$ cat config.mk
export PLATFORM = sky130hd
export DESIGN_NAME = axi_write_unit
export DESIGN_NICKNAME = d
export VERILOG_FILES = /design/src/rtl/axi_pkg.sv /design/src/rtl/axi_write_unit.sv
export SDC_FILE = /design/constraint.sdc
export NUM_CORES = 1
export LEC_CHECK = 0
export BUFFER_PORTS_ARGS = -buffer_cell sky130_fd_sc_hd__buf_2
export CAP_MARGIN = 0
export CORE_AREA = 2 2 57 59
export CTS_BUF_LIST = sky130_fd_sc_hd__clkbuf_8 sky130_fd_sc_hd__clkbuf_16
export DETAILED_ROUTE_END_ITERATION = 6
export DIE_AREA = 0 0 59 61
export GPL_TIMING_DRIVEN = 0
export PLACE_DENSITY = 0.78
export SYNTH_ARGS = -nofsm -noshare
export SYNTH_HDL_FRONTEND = slang
export SYNTH_SLANG_ARGS = --single-unit
export TNS_END_PERCENT = 1
$ cat constraint.sdc
create_clock -name aclk -period 1.1 [get_ports aclk]
set_input_delay 0.11 -clock aclk [delete_from_list [all_inputs] [get_ports aclk]]
set_output_delay 0.11 -clock aclk [all_outputs]
set_load 0.05 [all_outputs]
$ cat src/rtl/axi_pkg.sv
package axi_pkg;

    typedef logic [31:0] axi_addr_t;
    typedef logic [31:0] axi_data_t;
    typedef logic [3:0]  axi_strb_t;
    typedef logic [3:0]  axi_id_t;
    typedef logic [3:0]  axi_len_t;   // beats minus one

    localparam axi_id_t AXI_ID_INST = 4'd0;    // icache refills
    localparam axi_id_t AXI_ID_DATA = 4'd1;    // uncached reads, all writes

    localparam axi_len_t    AXI_LEN_SINGLE    = 4'd0;
    localparam logic [2:0]  AXI_SIZE_WORD     = 3'b010;  // 4 bytes per beat
    localparam logic [1:0]  AXI_BURST_INCR    = 2'b01;
    localparam logic [1:0]  AXI_LOCK_NORMAL   = 2'b00;
    localparam logic [3:0]  AXI_CACHE_DEFAULT = 4'b0000;
    localparam logic [2:0]  AXI_PROT_DEFAULT  = 3'b000;

endpackage
$ cat src/rtl/axi_write_unit.sv
`timescale 1ns/1ns

module axi_write_unit (
    input  logic               aclk,
    input  logic               reset,
    input  logic               wr_req,
    input  axi_pkg::axi_addr_t wr_addr,
    input  axi_pkg::axi_strb_t wr_strb,
    input  axi_pkg::axi_data_t wr_data,
    output logic               wr_done,
    output axi_pkg::axi_addr_t awaddr,
    output logic               awvalid,
    input  logic               awready,
    output axi_pkg::axi_data_t wdata,
    output axi_pkg::axi_strb_t wstrb,
    output logic               wvalid,
    input  logic               wready,
    input  logic               bvalid,
    output logic               bready
);
    import axi_pkg::*;

    logic active;
    logic start;

    // the controller still holds wr_req in the wr_done cycle
    assign start  = wr_req && !active && !wr_done;
    assign bready = active && !awvalid && !wvalid;

    // payload is held by the requester for the whole transfer
    assign awaddr = wr_addr;
    assign wdata  = wr_data;
    assign wstrb  = wr_strb;

    always_ff @(posedge aclk) begin
        if (reset) begin
            active  <= 1'b0;
            awvalid <= 1'b0;
            wvalid  <= 1'b0;
            wr_done <= 1'b0;
        end else begin
            wr_done <= bready && bvalid;
            if (start) begin
                active  <= 1'b1;
                awvalid <= 1'b1;
                wvalid  <= 1'b1;
            end else begin
                if (awvalid && awready) awvalid <= 1'b0;  // AW and W retire independently
                if (wvalid && wready) wvalid <= 1'b0;
                if (bready && bvalid) active <= 1'b0;
            end
        end
    end

endmodule

==> flow_metrics.py <==
metrics = {
    "run": {
        "cap_violations": 0,
    },
    "timing": {
        "fin_setup_tns_ns": 0,
        "hold_violations": 0,
        "drv_slew": 0,
        "timing.hold.ws_ns": 0.0921,
        "rsz0062_at_grt": "false",
        "fin_ws_ns": 0.0921,
        "slew_headroom_pct": 81.5,
        "final.period_utilization_pct": 91.6,
        "clock.fmax_mhz": 992,
        "worstMarginPinSlew_ns": 0.279,
        "finalCriticalPeriod_ns": 1.01,
        "finClkSkew_ns": 0.000557,
        "setup_viol": 0,
    },
    "clocking": {
        "clk_pin_slew_ns": 0.03,
        "root_buffer": "clkbuf_8",
        "cts_hold_buf": 0,
        "cts_setup_buffers": 0,
        "cts_buffers": 3,
        "clock_sinks": 4,
        "cts_tree": "yes",
        "htreeDepth": 1,
        "clockBufferDepth": 2,
        "clock_latency_ns": 0.21,
    },
    "place": {
        "post_dp_cell_area_um2": 1110,
        "io_buffers": 77,
        "dp.cells": 193,
        "dpl.hpwl_mm": 1.65,
        "gp_congestion": 0.650,
        "dp_slack_ns": 0.143,
    },
    "layout": {
        "final_util_pct": 39.1,
        "mostFrequentLayoutCells": "buf_2 (76), buf_4 (68), dfxtp_2 (3), clkbuf_8 (3)",
        "final_common_cell": "buf_2",
        "syn_to_final_growth_pct": 73.5,
        "final_cells": 196,
        "nNetsFinal": 239,
        "final_area_um2": 1150,
        "n_fill_cell": 301,
        "antenna_cells": 0,
        "drive_gt1_share_pct": 93.3,
    },
    "synthesis": {
        "synth_cell_types": 11,
        "synth_nets": 157,
        "syn_inst": 83,
        "ys_ff_latch": 4,
        "synth.avg_cell_area_um2": 8.02,
        "yosys_warnings": 0,
        "ys_seq_area_share_pct": 12.0,
        "synth_area_um2": 666,
    },
    "critical_path": {
        "cp.arrival_ns": 0.90,
        "startpoint_type": "flop",
        "critPathSlowestCell": "dfxtp_2",
        "r2r_start": "active",
        "path_max_fanout": 4,
        "timing.rr.end": "wvalid",
        "worst_setup_path_end_kind": "primary output",
        "reg2reg_slack_ns": 0.18,
        "critPathKind": "flop to primary output",
        "crit_chain": "nor3_4 > buf_6",
        "cp.required_ns": 0.99,
        "slowest_delay_ns": 0.33,
        "r2r.worst_path.cells": 2,
    },
    "power": {
        "p_int_mw": 0.659,
        "ir_drop_mv": 0.437,
        "p_sw_share_pct": 50.2,
        "p_comb_share_pct": 64.7,
        "switchingPower_mw": 0.665,
        "p_seq_share_pct": 12.8,
        "p_per_area_nw_per_um2": 1150,
        "pwr-share-clk_pct": 22.5,
        "total_power_mw": 1.32,
        "power_leakage_nw": 0.722,
    },
    "drt": {
        "wl_per_cell_um": 8.80,
        "drc": 0,
        "vias": 713,
        "ant_nets": 0,
        "viasPerCell": 3.64,
        "wirelength_mm": 1.73,
        "drt_iter0_markers": 8,
        "dr.pass1.iters": 3,
    },
    "floorplan": {
        "die_w_um": 59,
        "ioPinCount": 146,
        "fp.dieH_um": 61,
        "core_um2": 2950,
        "rows": 20,
        "start_util_pct": 22.5,
        "dieArea_um2": 3600,
    },
    "global_routing": {
        "grt_max_degree": 5,
        "grt_antenna_before_repair": 1,
        "grt_overflow": 0,
        "grt_pass1_vias": 470,
        "grt_pass1_wl_mm": 1.83,
        "grt.total_usage_pct": 7.29,
    },
    "hold_path": {
        "hold_depth": 2,
        "holdCritStartpoint": "reset",
        "worstHoldEndpoint": "awvalid",
        "hold_path_class": "primary input to flop",
    },
    "outcome": {
        "status": "complete, no violations",
    },
}
kinds of logic after synthesis:
family / Yosys count / synth area share (%)
simple gates: 7 / 8.08
compound gates: 3 / 2.63
flops: 4 / 12.0
buf+inv: 69 / 77.3
how the worst max path moves through the flow:
stage,endpoint,from,cells past startpoint
2_1_floorplan,awvalid,wr_done,2
3_3_place_gp,bready,active,3
3_5_place_dp,bready,active,3
4_1_cts,bready,active,3
5_1_grt,bready,active,3
6_report,bready,awvalid,2
metal layers:
layer  track usage, %  vias up  share of wire (%)
met2             12.9       82                 50
met4             4.87        2                1.2
li1                 -      349                  -
met5                0        -               0.93
met3             6.18        4                 24
met1             5.10      276                 24
cell type report:
type	count	area, um2	share of cell area, %
buffer	68	510	44.2
clock buffer	3	41.3	3.58
inverter	1	3.75	0.325
multi-input combinational	10	82.6	7.15
sequential	4	83.8	7.26
tap	33	41.3	3.58
timing repair buffer	77	392	33.9
flip-flops by register name (all words and copies together), names as in the netlist:
signal,count
wr_done,1
active,1
awvalid,1
wvalid,1
power groups by stage:
stage	clock, mW	sequential, mW	combinational, mW
floorplan	0	0.194	0.703
global placement	0	0.170	0.855
detailed placement	0	0.171	0.859
CTS	0.308	0.170	0.864
global route	0.312	0.172	0.890
finish	0.298	0.169	0.857
worst max-delay path, delay by kind of cell (launching register included):
kind | cells | cell delay, ns
buffers and inverters | 1 | 0.18
flip-flops | 1 | 0.33
AND/OR/NAND/NOR | 1 | 0.18
cells in the mapped netlist (all sizes together):
| master | n | area (um2) |
|---|---|---|
| or2b | 2 | 15.0 |
| dfxtp | 4 | 80.1 |
| inv | 1 | 3.75 |
| nor2b | 1 | 6.26 |
| nor3 | 1 | 5.00 |
| and4bb | 1 | 12.5 |
| a21oi | 2 | 10.0 |
| or3b | 1 | 8.76 |
| a211oi | 1 | 7.51 |
| nand2b | 1 | 6.26 |
| buf | 68 | 510 |
what timing repair did:
item | 4_1_cts | 5_1_grt
setup endpoints to repair | 1 | 1
cloned | 0 | 0
pin swaps | 0 | 1
gates resized for setup | 3 | 0
No activity file was read; power rests on OpenSTA's default activity.
