==> config.mk <==
export PLATFORM = sky130hd
export DESIGN_NAME = uncached_data_ctrl
export DESIGN_NICKNAME = d
export VERILOG_FILES = /design/src/rtl/axi_pkg.sv /design/src/rtl/uncached_data_ctrl.sv
export SDC_FILE = /design/constraint.sdc
export NUM_CORES = 1
export LEC_CHECK = 0
export BUFFER_PORTS_ARGS = -buffer_cell sky130_fd_sc_hd__buf_2
export CORE_ASPECT_RATIO = 0.8
export CORE_MARGIN = 2
export CORE_UTILIZATION = 38
export CTS_BUF_LIST = sky130_fd_sc_hd__clkbuf_8
export DETAILED_ROUTE_END_ITERATION = 10
export PLACE_DENSITY = 0.78
export SLEW_MARGIN = 20
export SYNTH_ARGS = -nofsm -noshare
export SYNTH_HDL_FRONTEND = slang
export SYNTH_SLANG_ARGS = --single-unit
==> constraint.sdc <==
create_clock -name aclk -period 3.89 [get_ports aclk]
set_input_delay 0.1945 -clock aclk [delete_from_list [all_inputs] [get_ports aclk]]
set_output_delay 0.1945 -clock aclk [all_outputs]
set_load 0.005 [all_outputs]
==> src/rtl/axi_pkg.sv <==
package axi_pkg;

    typedef logic [31:0] axi_addr_t;
    typedef logic [31:0] axi_data_t;
    typedef logic [3:0]  axi_strb_t;
    typedef logic [3:0]  axi_id_t;
    typedef logic [3:0]  axi_len_t;   // beats minus one

    localparam axi_id_t AXI_ID_INST = 4'd0;    // icache refills
    localparam axi_id_t AXI_ID_DATA = 4'd1;    // uncached reads, all writes

    localparam axi_len_t    AXI_LEN_SINGLE    = 4'd0;
    localparam logic [2:0]  AXI_SIZE_WORD     = 3'b010;  // 4 bytes per beat
    localparam logic [1:0]  AXI_BURST_INCR    = 2'b01;
    localparam logic [1:0]  AXI_LOCK_NORMAL   = 2'b00;
    localparam logic [3:0]  AXI_CACHE_DEFAULT = 4'b0000;
    localparam logic [2:0]  AXI_PROT_DEFAULT  = 3'b000;

endpackage
==> src/rtl/uncached_data_ctrl.sv <==
`timescale 1ns/1ns

module uncached_data_ctrl (
    input  logic               aclk,
    input  logic               reset,
    input  logic               data_valid,
    input  logic               data_op,
    input  axi_pkg::axi_addr_t data_addr,
    input  axi_pkg::axi_strb_t data_wstrb,
    input  axi_pkg::axi_data_t data_wdata,
    output logic               data_busy,
    output logic               data_ok,
    output axi_pkg::axi_data_t data_rdata,
    output logic               rd_req,
    output axi_pkg::axi_addr_t rd_addr,
    input  logic               rd_done,
    input  axi_pkg::axi_data_t rd_data,
    output logic               wr_req,
    output axi_pkg::axi_addr_t wr_addr,
    output axi_pkg::axi_strb_t wr_strb,
    output axi_pkg::axi_data_t wr_data,
    input  logic               wr_done
);
    import axi_pkg::*;

    logic      pending;
    logic      op_q;    // 1 = store
    axi_addr_t addr_q;
    axi_strb_t strb_q;
    axi_data_t wdata_q;

    assign data_busy = pending || data_ok;
    assign rd_req    = pending && !op_q;
    assign wr_req    = pending && op_q;
    assign rd_addr   = addr_q;
    assign wr_addr   = addr_q;
    assign wr_strb   = strb_q;
    assign wr_data   = wdata_q;

    always_ff @(posedge aclk) begin
        if (reset) begin
            pending <= 1'b0;
            data_ok <= 1'b0;
        end else begin
            data_ok <= (rd_req && rd_done) || (wr_req && wr_done);
            if (!data_busy && data_valid) pending <= 1'b1;
            else if ((rd_req && rd_done) || (wr_req && wr_done)) pending <= 1'b0;
        end
    end

    always_ff @(posedge aclk) begin
        if (!data_busy && data_valid) begin
            op_q    <= data_op;
            addr_q  <= data_addr;
            strb_q  <= data_wstrb;
            wdata_q <= data_wdata;
        end
        if (rd_req && rd_done) data_rdata <= rd_data;
    end

    assert property (@(posedge aclk) disable iff (reset) !(rd_req && wr_req));

endmodule

==> metrics <==
required time of the worst setup path 3.87 ns; iteration count of the initial detailed-routing pass 4; source of the worst hold timing path data_wdata[28]; largest cells by area after synthesis sky130_fd_sc_hd__edfxtp_1, sky130_fd_sc_hd__buf_4, sky130_fd_sc_hd__dfxtp_1; starting density of the core 39.6%; critical-path maximum fanout 69; Fillers 637; vias in the first global route 2508; sum of buffers and inverters on the critical path 1; share of post-route cells with drive strength above 1 55.2%; initial detailed-routing violation count 64; sequence of cells on the critical path or2_1 > nor2_4 > buf_4; average via count per standard cell 4.20; clock latency reported for the late side of the worst-skew pair 0.36 ns; power per cell area 384 nW/um^2; final setup violation count 0; worst slack at placement 2.09 ns; Switch Pwr 485 uW; Area Overhead vs Synth 66.7%; instance count after placement with tap cells included 469; number of levels the H-tree was split into 3; Worst EP arrival 1.81 ns; area of the placeable core 8560 um^2; Max rail drop VDD 0.250 mV; start point of the critical path pending; number of max-cap violations 0; result of the run complete, no violations; Post-Place Cell Area 4520 um^2; number of clock buffers inserted by TritonCTS 9; Slew Viols, Final 0; most common cell after layout, fill and taps aside sky130_fd_sc_hd__buf_2; count of unresolved DRC violations after routing 0; Fin Clk Skew 0.00737 ns; cell type with the highest aggregate area in the netlist sky130_fd_sc_hd__edfxtp_1; I/O pins 242; horizontal extent of the die 110 um; TritonCTS clock tree built; internal power consumption 1690 uW; achievable frequency 546 MHz; slew at the pin with the worst max-slew slack 0.881 ns; flops & latches, synth 103; netlist area before placement 3390 um^2; chip height 88.5 um; part of the total power dissipated in sequential elements 60.7%; pin count of the biggest net entering global routing 70; Mapped Avg Cell Area 23.2 um^2; sequential-to-total area share from yosys stat 90.6%; nature of the critical path startpoint flip-flop; HPWL after detailed placement 5.72 mm; Crit path largest cell delay 0.67 ns; buffer levels on the longest clock path 2; Worst-path clk slew 0.09 ns; Setup Buffers After CTS 0; number of diodes 0; Worst Slack Setup Final 2.06 ns; total vias in the final route 2439; most frequent cells in the layout sky130_fd_sc_hd__buf_2, sky130_fd_sc_hd__edfxtp_1, sky130_fd_sc_hd__dlygate4sd3_1; sw frac 22.3%; critical path class flip-flop to flip-flop; total of hold buffers inserted after clock tree synthesis 96; time the worst path needs with I/O delays and setup 1.83 ns; total wire length 8.98 mm; area of the die 9700 um^2; antenna violations before repair 0; Final Hold Vio Count 0; wire length of the first global-routing pass 12.4 mm; gate count after technology mapping 146; count of non-filler cells in the finished layout 581; Static Leakage 0.00246 uW; buffer cell driving the clock tree root sky130_fd_sc_hd__clkbuf_8; kind of capture point of the worst setup path flip-flop; final design area excluding fillers 5650 um^2; weighted congestion at the end of routability-driven global placement 0.708; unrepaired setup endpoints after global routing false; share of Yosys cell area claimed by the top area cell type 89.4%; final cycle utilization of the critical path 47.0%; crit path max-delay cell type sky130_fd_sc_hd__buf_4; worst min path class input port to flip-flop; Setup TNS Final 0 ns; Synth Net Count 252; overflow left after global routing 0; standard-cell rows 30; Slew HR 41.3%; CP delay by family, top buffers and inverters; logic gate share of total power 12.2%; number of instances resized during post-cts repair 0; global-route usage over all layers 17.6%; worst r2r src pending; number of clock sinks 103; count of yosys warnings during synthesis 0; Port-buffer cells 241; Final ANT Viol Nets 0; Clk pwr share 27.1%; final net count 570; number of distinct library cells after synthesis 12; Avg WL per Cell 15.5 um
-- Yosys cell counts (all sizes together) --
| master | instances |
|---|---|
| or2 | 1 |
| buf | 32 |
| edfxtp | 101 |
| and2 | 2 |
| a31o | 1 |
| nor2 | 1 |
| nor4b | 1 |
| nor3b | 1 |
| and2b | 1 |
| inv | 2 |
| mux2i | 1 |
| dfxtp | 2 |
-- logic make-up (layout without fill, tap and decap cells) --
group	after synthesis	in the layout	synth area share [%]
AOI/OAI and AO/OA	1	1	0.258
and+or+nand+nor	7	7	1.55
DFF	103	103	90.6
buffers and inverters	34	357	7.30
muxes	1	1	0.295
-- through the flow --
step	utilization (%)	hold slack, ns	total power, uW
after detailed placement	52.8	0.373	1530
after global placement	52.8	0.371	1520
final	66.1	0.0214	2170
after floorplan	-	0.271	1420
after global routing	66.1	0.000333	2260
after CTS	66.1	0.000393	2200
-- worst paths after layout --
check | to | slack [ns] | cells past startpoint
max reg2reg | wr_strb[0] | 2.06 | 3
min | wr_data[28] | 0.02 | 1
min reg2reg | data_ok | 0.54 | 1
max | wr_strb[0] | 2.06 | 3
-- worst reg2reg max path, delay by kind of cell, from the launching register on --
| family | cells | cell delay [ns] |
|---|---|---|
| flip-flops | 1 | 0.36 |
| buffers and inverters | 1 | 0.67 |
| AND/OR/NAND/NOR | 2 | 0.38 |
-- state kept, by name, summed over array words and instances, names as in the netlist --
signal,count
data_rdata,32
wr_strb,4
pending,1
data_ok,1
rd_addr,32
op_q,1
wr_data,32
-- per-layer routing --
layer | global-route usage [%] | vias to the layer above | part of all wire [%]
li1 | - | 1154 | -
met1 | 18.4 | 1156 | 34
met2 | 33.3 | 111 | 56
met3 | 4.93 | 18 | 7.0
met4 | 7.36 | 0 | 2.0
met5 | 0 | - | 0
-- final cells by class --
type | count | area (um^2) | area share (%)
clock buffer | 9 | 124 | 2.19
clock inverter | 7 | 48.8 | 0.863
inverter | 2 | 7.51 | 0.133
multi-input combinational | 9 | 78.8 | 1.39
sequential | 103 | 3070 | 54.3
tap | 112 | 140 | 2.48
timing repair buffer | 339 | 2180 | 38.6
-- power by group through the flow --
| stage | logic (uW) | registers (uW) | clock network [uW] |
|---|---|---|---|
| after floorplan | 62.3 | 1350 | 0 |
| after global placement | 181 | 1340 | 0 |
| after detailed placement | 187 | 1340 | 0 |
| after CTS | 263 | 1320 | 618 |
| after global routing | 288 | 1330 | 646 |
| final | 264 | 1320 | 588 |
Power figures use the tool's default switching activity.
