[config.mk]
export PLATFORM = sky130hd
export DESIGN_NAME = axi_read_arbiter
export DESIGN_NICKNAME = d
export VERILOG_FILES = /design/src/rtl/cache_pkg.sv /design/src/rtl/axi_pkg.sv /design/src/rtl/axi_read_arbiter.sv
export SDC_FILE = /design/constraint.sdc
export NUM_CORES = 1
export LEC_CHECK = 0
export BUFFER_PORTS_ARGS = -buffer_cell sky130_fd_sc_hd__clkbuf_2
export CORE_AREA = 2 2 121 123
export CTS_CLUSTER_DIAMETER = 40
export DETAILED_ROUTE_END_ITERATION = 7
export DIE_AREA = 0 0 123 125
export GPL_TIMING_DRIVEN = 0
export PLACE_DENSITY = 0.74
export RECOVER_POWER = 100
export SYNTH_ARGS = -nofsm -noshare
export SYNTH_HDL_FRONTEND = slang
export SYNTH_SLANG_ARGS = --single-unit
[constraint.sdc]
create_clock -name aclk -period 4 [get_ports aclk]
set_input_delay 0.6 -clock aclk [delete_from_list [all_inputs] [get_ports aclk]]
set_output_delay 0.6 -clock aclk [all_outputs]
set_load 0.02 [all_outputs]
[src/rtl/cache_pkg.sv]
package cache_pkg;

    // address split: tag | index | offset
    typedef logic [19:0]  tag_t;
    typedef logic [7:0]   index_t;
    typedef logic [3:0]   offset_t;
    typedef logic [127:0] line_t;

    localparam int NUM_LINES      = 256;
    localparam int WORDS_PER_LINE = 4;

    // arlen of a line refill, same width as the AXI len field
    localparam logic [3:0] LINE_LEN = 4'd3;

    typedef logic [$clog2(WORDS_PER_LINE)-1:0] word_sel_t;

endpackage

[src/rtl/axi_pkg.sv]
package axi_pkg;

    typedef logic [31:0] axi_addr_t;
    typedef logic [31:0] axi_data_t;
    typedef logic [3:0]  axi_strb_t;
    typedef logic [3:0]  axi_id_t;
    typedef logic [3:0]  axi_len_t;   // beats minus one

    localparam axi_id_t AXI_ID_INST = 4'd0;    // icache refills
    localparam axi_id_t AXI_ID_DATA = 4'd1;    // uncached reads, all writes

    localparam axi_len_t    AXI_LEN_SINGLE    = 4'd0;
    localparam logic [2:0]  AXI_SIZE_WORD     = 3'b010;  // 4 bytes per beat
    localparam logic [1:0]  AXI_BURST_INCR    = 2'b01;
    localparam logic [1:0]  AXI_LOCK_NORMAL   = 2'b00;
    localparam logic [3:0]  AXI_CACHE_DEFAULT = 4'b0000;
    localparam logic [2:0]  AXI_PROT_DEFAULT  = 3'b000;

endpackage
[src/rtl/axi_read_arbiter.sv]
`timescale 1ns/1ns

module axi_read_arbiter (
    input  logic               aclk,
    input  logic               reset,
    input  logic               refill_req,
    input  axi_pkg::axi_addr_t refill_addr,
    output logic               refill_done,
    output cache_pkg::line_t   refill_line,
    input  logic               rd_req,
    input  axi_pkg::axi_addr_t rd_addr,
    output logic               rd_done,
    output axi_pkg::axi_data_t rd_data,
    output axi_pkg::axi_id_t   arid,
    output axi_pkg::axi_addr_t araddr,
    output axi_pkg::axi_len_t  arlen,
    output logic               arvalid,
    input  logic               arready,
    input  axi_pkg::axi_id_t   rid,
    input  axi_pkg::axi_data_t rdata,
    input  logic               rlast,
    input  logic               rvalid,
    output logic               rready
);
    import axi_pkg::*;
    import cache_pkg::*;

    typedef enum logic [1:0] {IDLE, ADDR, DATA, DONE} state_t;

    state_t    state;
    logic      sel_data;   // uncached read in service
    axi_addr_t addr_q;
    line_t     line_q;
    logic      beat;

    assign arvalid = (state == ADDR);
    assign rready  = (state == DATA);
    assign arid    = sel_data ? AXI_ID_DATA : AXI_ID_INST;
    assign araddr  = addr_q;
    assign arlen   = sel_data ? AXI_LEN_SINGLE : LINE_LEN;

    // only beats of our own burst count
    assign beat = rvalid && rready && (rid == arid);

    assign refill_done = (state == DONE) && !sel_data;
    assign rd_done     = (state == DONE) && sel_data;
    assign refill_line = line_q;
    assign rd_data     = line_q[$bits(line_t)-1 -: $bits(axi_data_t)];  // last beat in

    always_ff @(posedge aclk) begin
        if (reset) begin
            state <= IDLE;
        end else begin
            case (state)
                IDLE:    if (rd_req || refill_req) state <= ADDR;
                ADDR:    if (arready) state <= DATA;
                DATA:    if (beat && rlast) state <= DONE;
                DONE:    state <= IDLE;
                default: state <= IDLE;
            endcase
        end
    end

    always_ff @(posedge aclk) begin
        if (state == IDLE) begin
            sel_data <= rd_req;   // uncached read wins a tie
            addr_q   <= rd_req ? rd_addr : refill_addr;
        end
        if (beat) begin
            // shift down so word 0 lands at the bottom after four beats
            line_q <= {rdata, line_q[$bits(line_t)-1:$bits(axi_data_t)]};
        end
    end

    assert property (@(posedge aclk) disable iff (reset)
        arvalid && !arready |=> arvalid && $stable(araddr) && $stable(arlen));

endmodule

==> impl_metrics.yaml, run 1 <==
clock_tree:
  clock_latency_ps: 410
  numClockSinks: 163
  path_clk_slew_ps: 60
  clockBufferDepth: 2
  tritoncts: "done"
  cts_buffers: 17
  postCtsSetupBuffers: 0
  cts_hold_buf: 0
  cts_root_buf: "clkbuf_16"
  cts_max_level: 4
  ctsResizeCount: 0
timing:
  setup_tns_ps: 0
  finalMaxSlewViolations: 0
  rsz0062_at_grt: "no"
  post-route-period-util_pct: 66.1
  max_slew_margin_pct: 0.626
  worst_pin_slew_ps: 1490
  max_freq_mhz: 378
  period_needed_ps: 2640
  setup_viol: 0
  skew_ps: 11.7
  finalHoldViolations: 0
drt:
  dr.pass1.iters: 4
  antenna_left: 0
  via_per_inst: 4.44
  drc: 0
  wl_mm: 13.5
  routedWlPerCell_um: 17.1
  num_vias: 3500
  first_iter_violations: 206
critical_path:
  r2r_end: "state[1]$_SDFFE_PP0P_"
  r2r_setup_slack_ps: 1360
  crit_path_frequent_cell: "inv_1"
  critical_path_class: "reg -> reg"
  critPathBufInv: 2
  critical_path_arrival_ps: 2980
  crit_chain: "inv_1, ha_1, inv_1, o32ai_1, a21o_1, mux2i_1"
  end_kind: "flip-flop"
  crit_path_max_fanout: 34
  reg2reg_depth: 6
  required_ps: 4340
  slowest_stage: "ha_1"
  path_delay_family: "adder cells"
  crit_path_start_kind: "flip-flop"
  r2r-start: "state[0]$_SDFFE_PP0P_"
  cpPeakStageDelay_ps: 1190
floorplanning:
  core-area_sq_um: 14200
  die_w_um: 123
  boundaryPins: 311
  die_area_sq_um: 15400
  fp.dieH_um: 125
  row_count: 44
  initial_utilization_pct: 40.4
logic_synthesis:
  synth_area_leaders: "edfxtp_1, mux2_2, buf_4"
  syn_area_per_cell_sq_um: 21.9
  synth_top_family_by_area: "multiplexers"
  syn-cell-area_sq_um: 5740
  yosys.area_share.simple_pct: 1.00
  synth_edf_count: 161
  yosys_warnings: 0
  synth-adder-area-share_pct: 1.09
  ys_async_sr_fraction_pct: 0
  synth_xor_area_share_pct: 0.153
  synth.largest_area_cell: "edfxtp_1"
  synth_top_area_share_pct: 84.3
  synth-seq-cells: 163
  synth.distinct_cells: 21
  synth-main-ff-cell: "edfxtp_1"
  yosysSeqAreaShare_pct: 85.0
  synthTopCellsByCount: "edfxtp_1, buf_4, mux2_2"
  yosysMostFrequentCell: "edfxtp_1"
  synth_mux_area_share_pct: 6.46
  postSynthCellCount: 262
  synth_compound_area_share_pct: 0.502
placed_design:
  io_buffer_count: 305
  gp_congestion: 0.866
  dpl.hpwl_mm: 9.99
grt:
  grt.total_usage_pct: 17.2
  grt_max_degree: 75
  grt.overflow.total: 0
  antenna_found_initial: 0
  grt_pass1_wl_mm: 19.5
  grt_pass1_vias: 3603
finish:
  fin_util_pct: 55.2
  area_delta_synth_final_pct: 36.6
  antenna_cells: 0
  nets: 703
  drive_gt1_share_pct: 32.3
power_and_ir_drop:
  p_per_area_nw_per_um2: 535
  power_leakage_nw: 2.86
  vdd_drop_max_uv: 376
flow_run:
  cap_violations: 0
min_path:
  hold_class: "in -> reg"
  hold_depth: 1
  min_to: "refill_line[126]$_DFFE_PP_"
  hp-start: "rdata[30]"
run_status:
  outcome: "complete, no violations"
-- where the power goes --
part | internal, mW | switching, mW | leakage [nW]
registers | 2.05 | 0.0481 | 1.50
logic | 0.162 | 0.394 | 1.10
clock network | 0.921 | 0.610 | 0.264
total | 3.14 | 1.05 | 2.86
-- per-stage QoR --
step | setup WS (ps) | hold WS (ps) | instance area, sq um | std cells | power [mW]
2_1_floorplan | 1040 | 484 | 5750 | 266 | 2.49
3_3_place_gp | 375 | 429 | 7510 | 755 | 2.71
3_5_place_dp | 1330 | 436 | 7540 | 756 | 2.74
4_1_cts | 1300 | 341 | 8090 | 788 | 4.27
5_1_grt | 1020 | 336 | 7840 | 788 | 4.34
6_report | 1360 | 364 | 7840 | 788 | 4.19
-- routing by layer --
metal	track usage [%]	routed length, um	vias to the layer above
met3	5.61	962	24
met4	6.62	303	0
met5	0	0	-
met2	29.3	7030	159
li1	-	-	1616
met1	20.1	5160	1701
-- sequential cells by signal, indices dropped and copies added (netlist names) --
signal       flops
araddr          32
sel_data         1
refill_line    128
state            2
-- cells in the final DEF, fill, tap and decap left out, types with 2 or more instances in the layout --
| cell | netlist | routed |
|---|---|---|
| clkbuf_1 | 1 | 215 |
| edfxtp_1 | 161 | 161 |
| clkbuf_2 | 0 | 101 |
| buf_4 | 39 | 38 |
| mux2_2 | 32 | 27 |
| clkbuf_16 | 0 | 17 |
| inv_1 | 5 | 5 |
| mux2_1 | 0 | 5 |
| ha_1 | 5 | 5 |
| conb_1 | 1 | 5 |
| nand2b_1 | 2 | 2 |
| clkinv_4 | 0 | 2 |
| bufinv_16 | 0 | 2 |
| dfxtp_1 | 2 | 2 |
-- how the worst max path moves through the flow --
| stage | slack (ps) | to | from | cells after the start |
|---|---|---|---|---|
| global placement | 370 | refill_line[4]$_DFFE_PP_ | rid[1] | 3 |
| global route | 1020 | state[1]$_SDFFE_PP0P_ | state[0]$_SDFFE_PP0P_ | 6 |
| detailed placement | 1330 | state[1]$_SDFFE_PP0P_ | state[0]$_SDFFE_PP0P_ | 6 |
| CTS | 1300 | state[1]$_SDFFE_PP0P_ | state[0]$_SDFFE_PP0P_ | 6 |
| floorplan | 1040 | refill_line[0]$_DFFE_PP_ | rid[1] | 2 |
| finish | 1360 | state[1]$_SDFFE_PP0P_ | state[0]$_SDFFE_PP0P_ | 6 |
-- cell type report --
class,count,area [sq um]
buffer,43,308
clock buffer,24,452
clock inverter,8,103
fill,1240,6370
inverter,5,18.8
multi-input combinational,55,551
sequential,163,4870
tap,184,230
timing repair buffer,306,1300
-- cells by family (layout without fill, tap and decap cells) --
family,after synthesis,count (layout)
flip-flops,163,163
AND/OR/NAND/NOR,8,8
buffers and inverters,48,386
AO/OA/AOI/OAI,3,3
multiplexers,33,33
XOR/XNOR,1,1
adder cells (fa/ha/maj),5,5
other,1,5
No activity file was read; power rests on OpenSTA's default activity.
==> run 2, diff against run 1 <==
- clock period: 4 -> 2.6 ns (I/O delays scaled with it)
==> run 2 against run 1 <==
Combinational power grew 53%; clock skew decreased by 1.5 ps; sequential share of layout area fell by 0.069 points; cell count unchanged; largest cell class unchanged.
==> impl_metrics.yaml, run 2 (synthesized netlist as in run 1, its figures left out) <==
critical_path:
  crit_path_max_fanout: 67
  critical_path_class: "reg -> reg"
  critical_path_arrival_ps: 2350
  r2r_setup_slack_ps: 330
  r2r_end: "refill_line[33]$_DFFE_PP_"
  cp-endpoint: "refill_line[33]$_DFFE_PP_"
  end_kind: "flip-flop"
  crit_chain: "xnor2_1, and3_4, buf_16"
  r2r-start: "sel_data$_DFFE_PN_"
  slowest_stage: "and3_4"
  crit_path_start: "sel_data$_DFFE_PN_"
  reg2reg_depth: 3
  required_ps: 2680
  cpPeakStageDelay_ps: 750
  crit_path_start_kind: "flip-flop"
grt:
  grt.overflow.total: 0
  antenna_found_initial: 0
  grt_pass1_vias: 3506
  grt_pass1_wl_mm: 19.1
  grt.total_usage_pct: 17.1
  grt_max_degree: 68
finish:
  layout_commonest_cell: "clkbuf_1"
  final_cell_mix: "clkbuf_1, edfxtp_1, clkbuf_2"
  antenna_cells: 0
  area_delta_synth_final_pct: 36.7
  fillers: 1265
  largest_reg_flops: 128
  drive_gt1_share_pct: 33.8
  nets: 703
  final_area_sq_um: 7840
  fin_util_pct: 55.2
floorplanning:
  fp.dieH_um: 125
  die_w_um: 123
  core-area_sq_um: 14200
  boundaryPins: 311
  initial_utilization_pct: 40.4
  row_count: 44
  die_area_sq_um: 15400
timing:
  setup_viol: 0
  rsz0062_at_grt: "no"
  setup_tns_ps: 0
  post-route-period-util_pct: 87.3
  finalMaxSlewViolations: 0
  max_slew_margin_pct: 45.4
  finalHoldViolations: 0
  period_needed_ps: 2270
  worst_pin_slew_ps: 820
  max_freq_mhz: 440
  skew_ps: 10.2
drt:
  antenna_left: 0
  dr.pass1.iters: 7
  drc: 0
  first_iter_violations: 166
  routedWlPerCell_um: 16.8
  via_per_inst: 4.50
  num_vias: 3549
  wl_mm: 13.2
power_and_ir_drop:
  vdd_drop_max_uv: 653
  p_per_area_nw_per_um2: 819
  power_leakage_nw: 2.87
clock_tree:
  postCtsSetupBuffers: 0
  cts_root_buf: "clkbuf_16"
  clock_latency_ps: 420
  tritoncts: "done"
  cts_buffers: 17
  clockBufferDepth: 2
  path_clk_slew_ps: 60
  cts_max_level: 4
  numClockSinks: 163
placed_design:
  place_area_sq_um: 7540
  dpl.hpwl_mm: 9.90
  gp_congestion: 0.929
  io_buffer_count: 305
run_status:
  outcome: "complete, no violations"
min_path:
  hold_class: "in -> reg"
flow_run:
  cap_violations: 0
[run 2: changes by cell type in the layout (fill, tap and decap cells not counted), sizes merged]
cell      previous run  this run
clkbuf             334       328
clkinvlp             1         6
inv                  6         8
bufinv               2         1
[run 2: where the power goes]
group,internal (mW),leakage (nW),switching (mW)
combinational,0.251,1.11,0.601
clock,1.33,0.255,1.01
sequential,3.15,1.50,0.0768
total,4.73,2.87,1.69
[run 2: how the worst min path moves through the flow]
stage	from	endpoint	slack [ps]	cells past startpoint
after floorplan	reset	state[0]$_SDFFE_PP0P_	450	1
after global placement	refill_line[42]$_DFFE_PP_	refill_line[10]$_DFFE_PP_	430	0
after detailed placement	refill_line[67]$_DFFE_PP_	refill_line[35]$_DFFE_PP_	430	0
after CTS	rdata[0]	refill_line[96]$_DFFE_PP_	120	1
after global routing	rdata[18]	refill_line[114]$_DFFE_PP_	120	1
final	rdata[0]	refill_line[96]$_DFFE_PP_	140	1
[run 2: routing by layer]
layer / wire (um) / vias to the layer above / GRT usage (%)
met2: 6780 / 176 / 28.6
met4: 451 / 0 / 8.89
met3: 897 / 37 / 4.93
li1: - / 1619 / -
met1: 5100 / 1717 / 19.9
met5: 0 / - / 0
[run 2: layout make-up]
class	instances	area [sq um]	share of cell area (%)
buffer	43	308	3.92
clock buffer	18	429	5.47
clock inverter	14	130	1.66
inverter	5	18.8	0.239
multi-input combinational	55	548	6.99
sequential	163	4870	62.1
tap	184	230	2.94
timing repair buffer	306	1310	16.6
[run 2: per-stage QoR]
step / hold slack (ps) / instances / setup slack (ps) / total power [mW]
final: 143 / 788 / 330 / 6.42
after global routing: 121 / 788 / 182 / 6.67
after CTS: 121 / 788 / 315 / 6.55
after detailed placement: 433 / 756 / 16.0 / 4.21
after global placement: 430 / 755 / 24.9 / 4.17
after floorplan: 455 / 266 / 367 / 3.83
[run 2: worst max-delay path, delay by kind of cell (launching register included)]
family / cells / cell delay [ps]
flip-flops: 1 / 510
XOR/XNOR: 1 / 250
AND/OR/NAND/NOR: 1 / 750
buffers and inverters: 1 / 360
[run 2: timing repair]
| item | 4_1_cts | 5_1_grt |
|---|---|---|
| gates resized for setup | 1 | 0 |
| endpoints found under the hold margin | 0 | 0 |
| setup endpoints to repair | 1 | 0 |
| hold buffers | 0 | 0 |
==> run 3, diff against run 2 <==
- RECOVER_POWER: 100 -> 25
==> run 3 against run 2 <==
Critical path depth unchanged; highest routed layer unchanged; cell count unchanged; clock power about the same; via count down 0.93%; largest cell class unchanged; largest power group unchanged; critical endpoint is now refill_line[57]$_DFFE_PP_.
==> impl_metrics.yaml, run 3 (synthesized netlist as in run 1, its figures left out) <==
placed_design:
  dp_slack_ps: 16.0
  gp_congestion: 0.929
  io_buffer_count: 305
  dpl.hpwl_mm: 9.90
floorplanning:
  die_w_um: 123
  die_area_sq_um: 15400
  fp.dieH_um: 125
  row_count: 44
  core-area_sq_um: 14200
  boundaryPins: 311
  initial_utilization_pct: 40.4
clock_tree:
  numClockSinks: 163
  path_clk_slew_ps: 60
  cts_max_level: 4
  cts_root_buf: "clkbuf_16"
  tritoncts: "done"
  clockBufferDepth: 2
  cts_hold_buf: 0
  cts_buffers: 17
  clock_latency_ps: 410
critical_path:
  r2r_end: "refill_line[57]$_DFFE_PP_"
  r2r_setup_slack_ps: 340
  reg2reg_depth: 3
  required_ps: 2680
  crit_path_start: "sel_data$_DFFE_PN_"
  r2r-start: "sel_data$_DFFE_PN_"
  critical_path_class: "reg -> reg"
  critical_path_arrival_ps: 2340
  end_kind: "flip-flop"
  crit_path_max_fanout: 67
  crit_path_start_kind: "flip-flop"
timing:
  max_freq_mhz: 443
  post-route-period-util_pct: 86.8
  finalMaxSlewViolations: 0
  fin_ws_ps: 343
  max_slew_margin_pct: 45.9
  setup_tns_ps: 0
  skew_ps: 5.86
  worst_pin_slew_ps: 811
  fin_hold_ws_ps: 145
  finalHoldViolations: 0
  rsz0062_at_grt: "no"
  setup_viol: 0
  period_needed_ps: 2260
grt:
  grt_max_degree: 68
  grt_pass1_wl_mm: 19.1
  grt_pass1_vias: 3506
  grt.total_usage_pct: 17.1
  antenna_found_initial: 0
  grt.overflow.total: 0
run_status:
  outcome: "complete, no violations"
drt:
  highest_layer: "met4"
  first_iter_violations: 177
  dr.pass1.iters: 4
  wl_met3_um: 767
  routedWlPerCell_um: 16.5
  via_per_inst: 4.46
  antenna_left: 0
  wl_met2_mm: 6.79
  drc: 0
  wl_mm: 13.0
  wl_met1_mm: 5.00
  num_vias: 3516
min_path:
  hold_depth: 1
  hold_class: "in -> reg"
  hp-start: "rdata[14]"
  min_to: "refill_line[110]$_DFFE_PP_"
finish:
  fillers: 1139
  drive_gt1_share_pct: 68.4
  area_delta_synth_final_pct: 41.2
  final_cell_mix: "clkbuf_2, edfxtp_1, buf_4"
  nets: 703
  layout_commonest_cell: "clkbuf_2"
  multiInputGateArea_sq_um: 553
  antenna_cells: 0
  seq_area_sq_um: 4870
  largest_reg_flops: 128
power_and_ir_drop:
  vdd_drop_max_uv: 666
  p_per_area_nw_per_um2: 800
  power_leakage_nw: 3.46
flow_run:
  cap_violations: 0
## run 3: changes by cell type in the layout (fill, tap and decap cells not counted)
cell,delta
mux2_2,+7
mux2_1,-7
clkbuf_4,-1
clkbuf_1,-201
a211oi_1,-1
buf_4,+1
clkbuf_2,+198
buf_2,+3
a211oi_2,+1
## run 3: critical path: stages, from the launching register on
cell and delay (ps):
edfxtp_1 510, xnor2_1 250, and3_4 750, buf_16 360
## run 3: power breakdown
group	switching [mW]	internal, mW
Combinational	0.604	0.308
Sequential	0.0775	3.15
Clock	1.02	1.33
Total	1.70	4.79
## run 3: worst max path at each step
stage,depth (start not counted),to,slack [ps]
global route,3,refill_line[33]$_DFFE_PP_,180
detailed placement,6,state[1]$_SDFFE_PP0P_,20
global placement,3,refill_line[9]$_DFFE_PP_,20
CTS,3,refill_line[33]$_DFFE_PP_,320
finish,3,refill_line[57]$_DFFE_PP_,340
floorplan,3,refill_line[0]$_DFFE_PP_,370
## run 3: final cells by class
type / count / area share [%]
flip-flops and latches: 163 / 60.2
repair buffers: 306 / 19.2
multi-input cells: 55 / 6.83
clock buffers: 18 / 5.30
plain buffers: 43 / 3.85
well taps: 184 / 2.84
clock inverters: 14 / 1.61
inverters: 5 / 0.232
## run 3: layer usage
layer | global-route usage (%) | vias to the layer above
met5 | 0 | -
met4 | 8.89 | 0
met3 | 4.93 | 34
met2 | 28.6 | 166
met1 | 19.9 | 1699
li1 | - | 1617
## run 3: timing repair
item	4_1_cts	5_1_grt
setup endpoints to repair	1	0
buffers inserted	0	0
gates resized for setup	1	0
## run 3: through the flow
stage | cell area, sq um | total power [mW] | utilization, % | std cells
detailed placement | 7540 | 4.21 | 53.1 | 756
finish | 8100 | 6.48 | 57.0 | 788
global placement | 7510 | 4.17 | 52.9 | 755
CTS | 8100 | 6.55 | 57.0 | 788
global route | 8100 | 6.73 | 57.0 | 788
floorplan | 5760 | 3.83 | - | 266
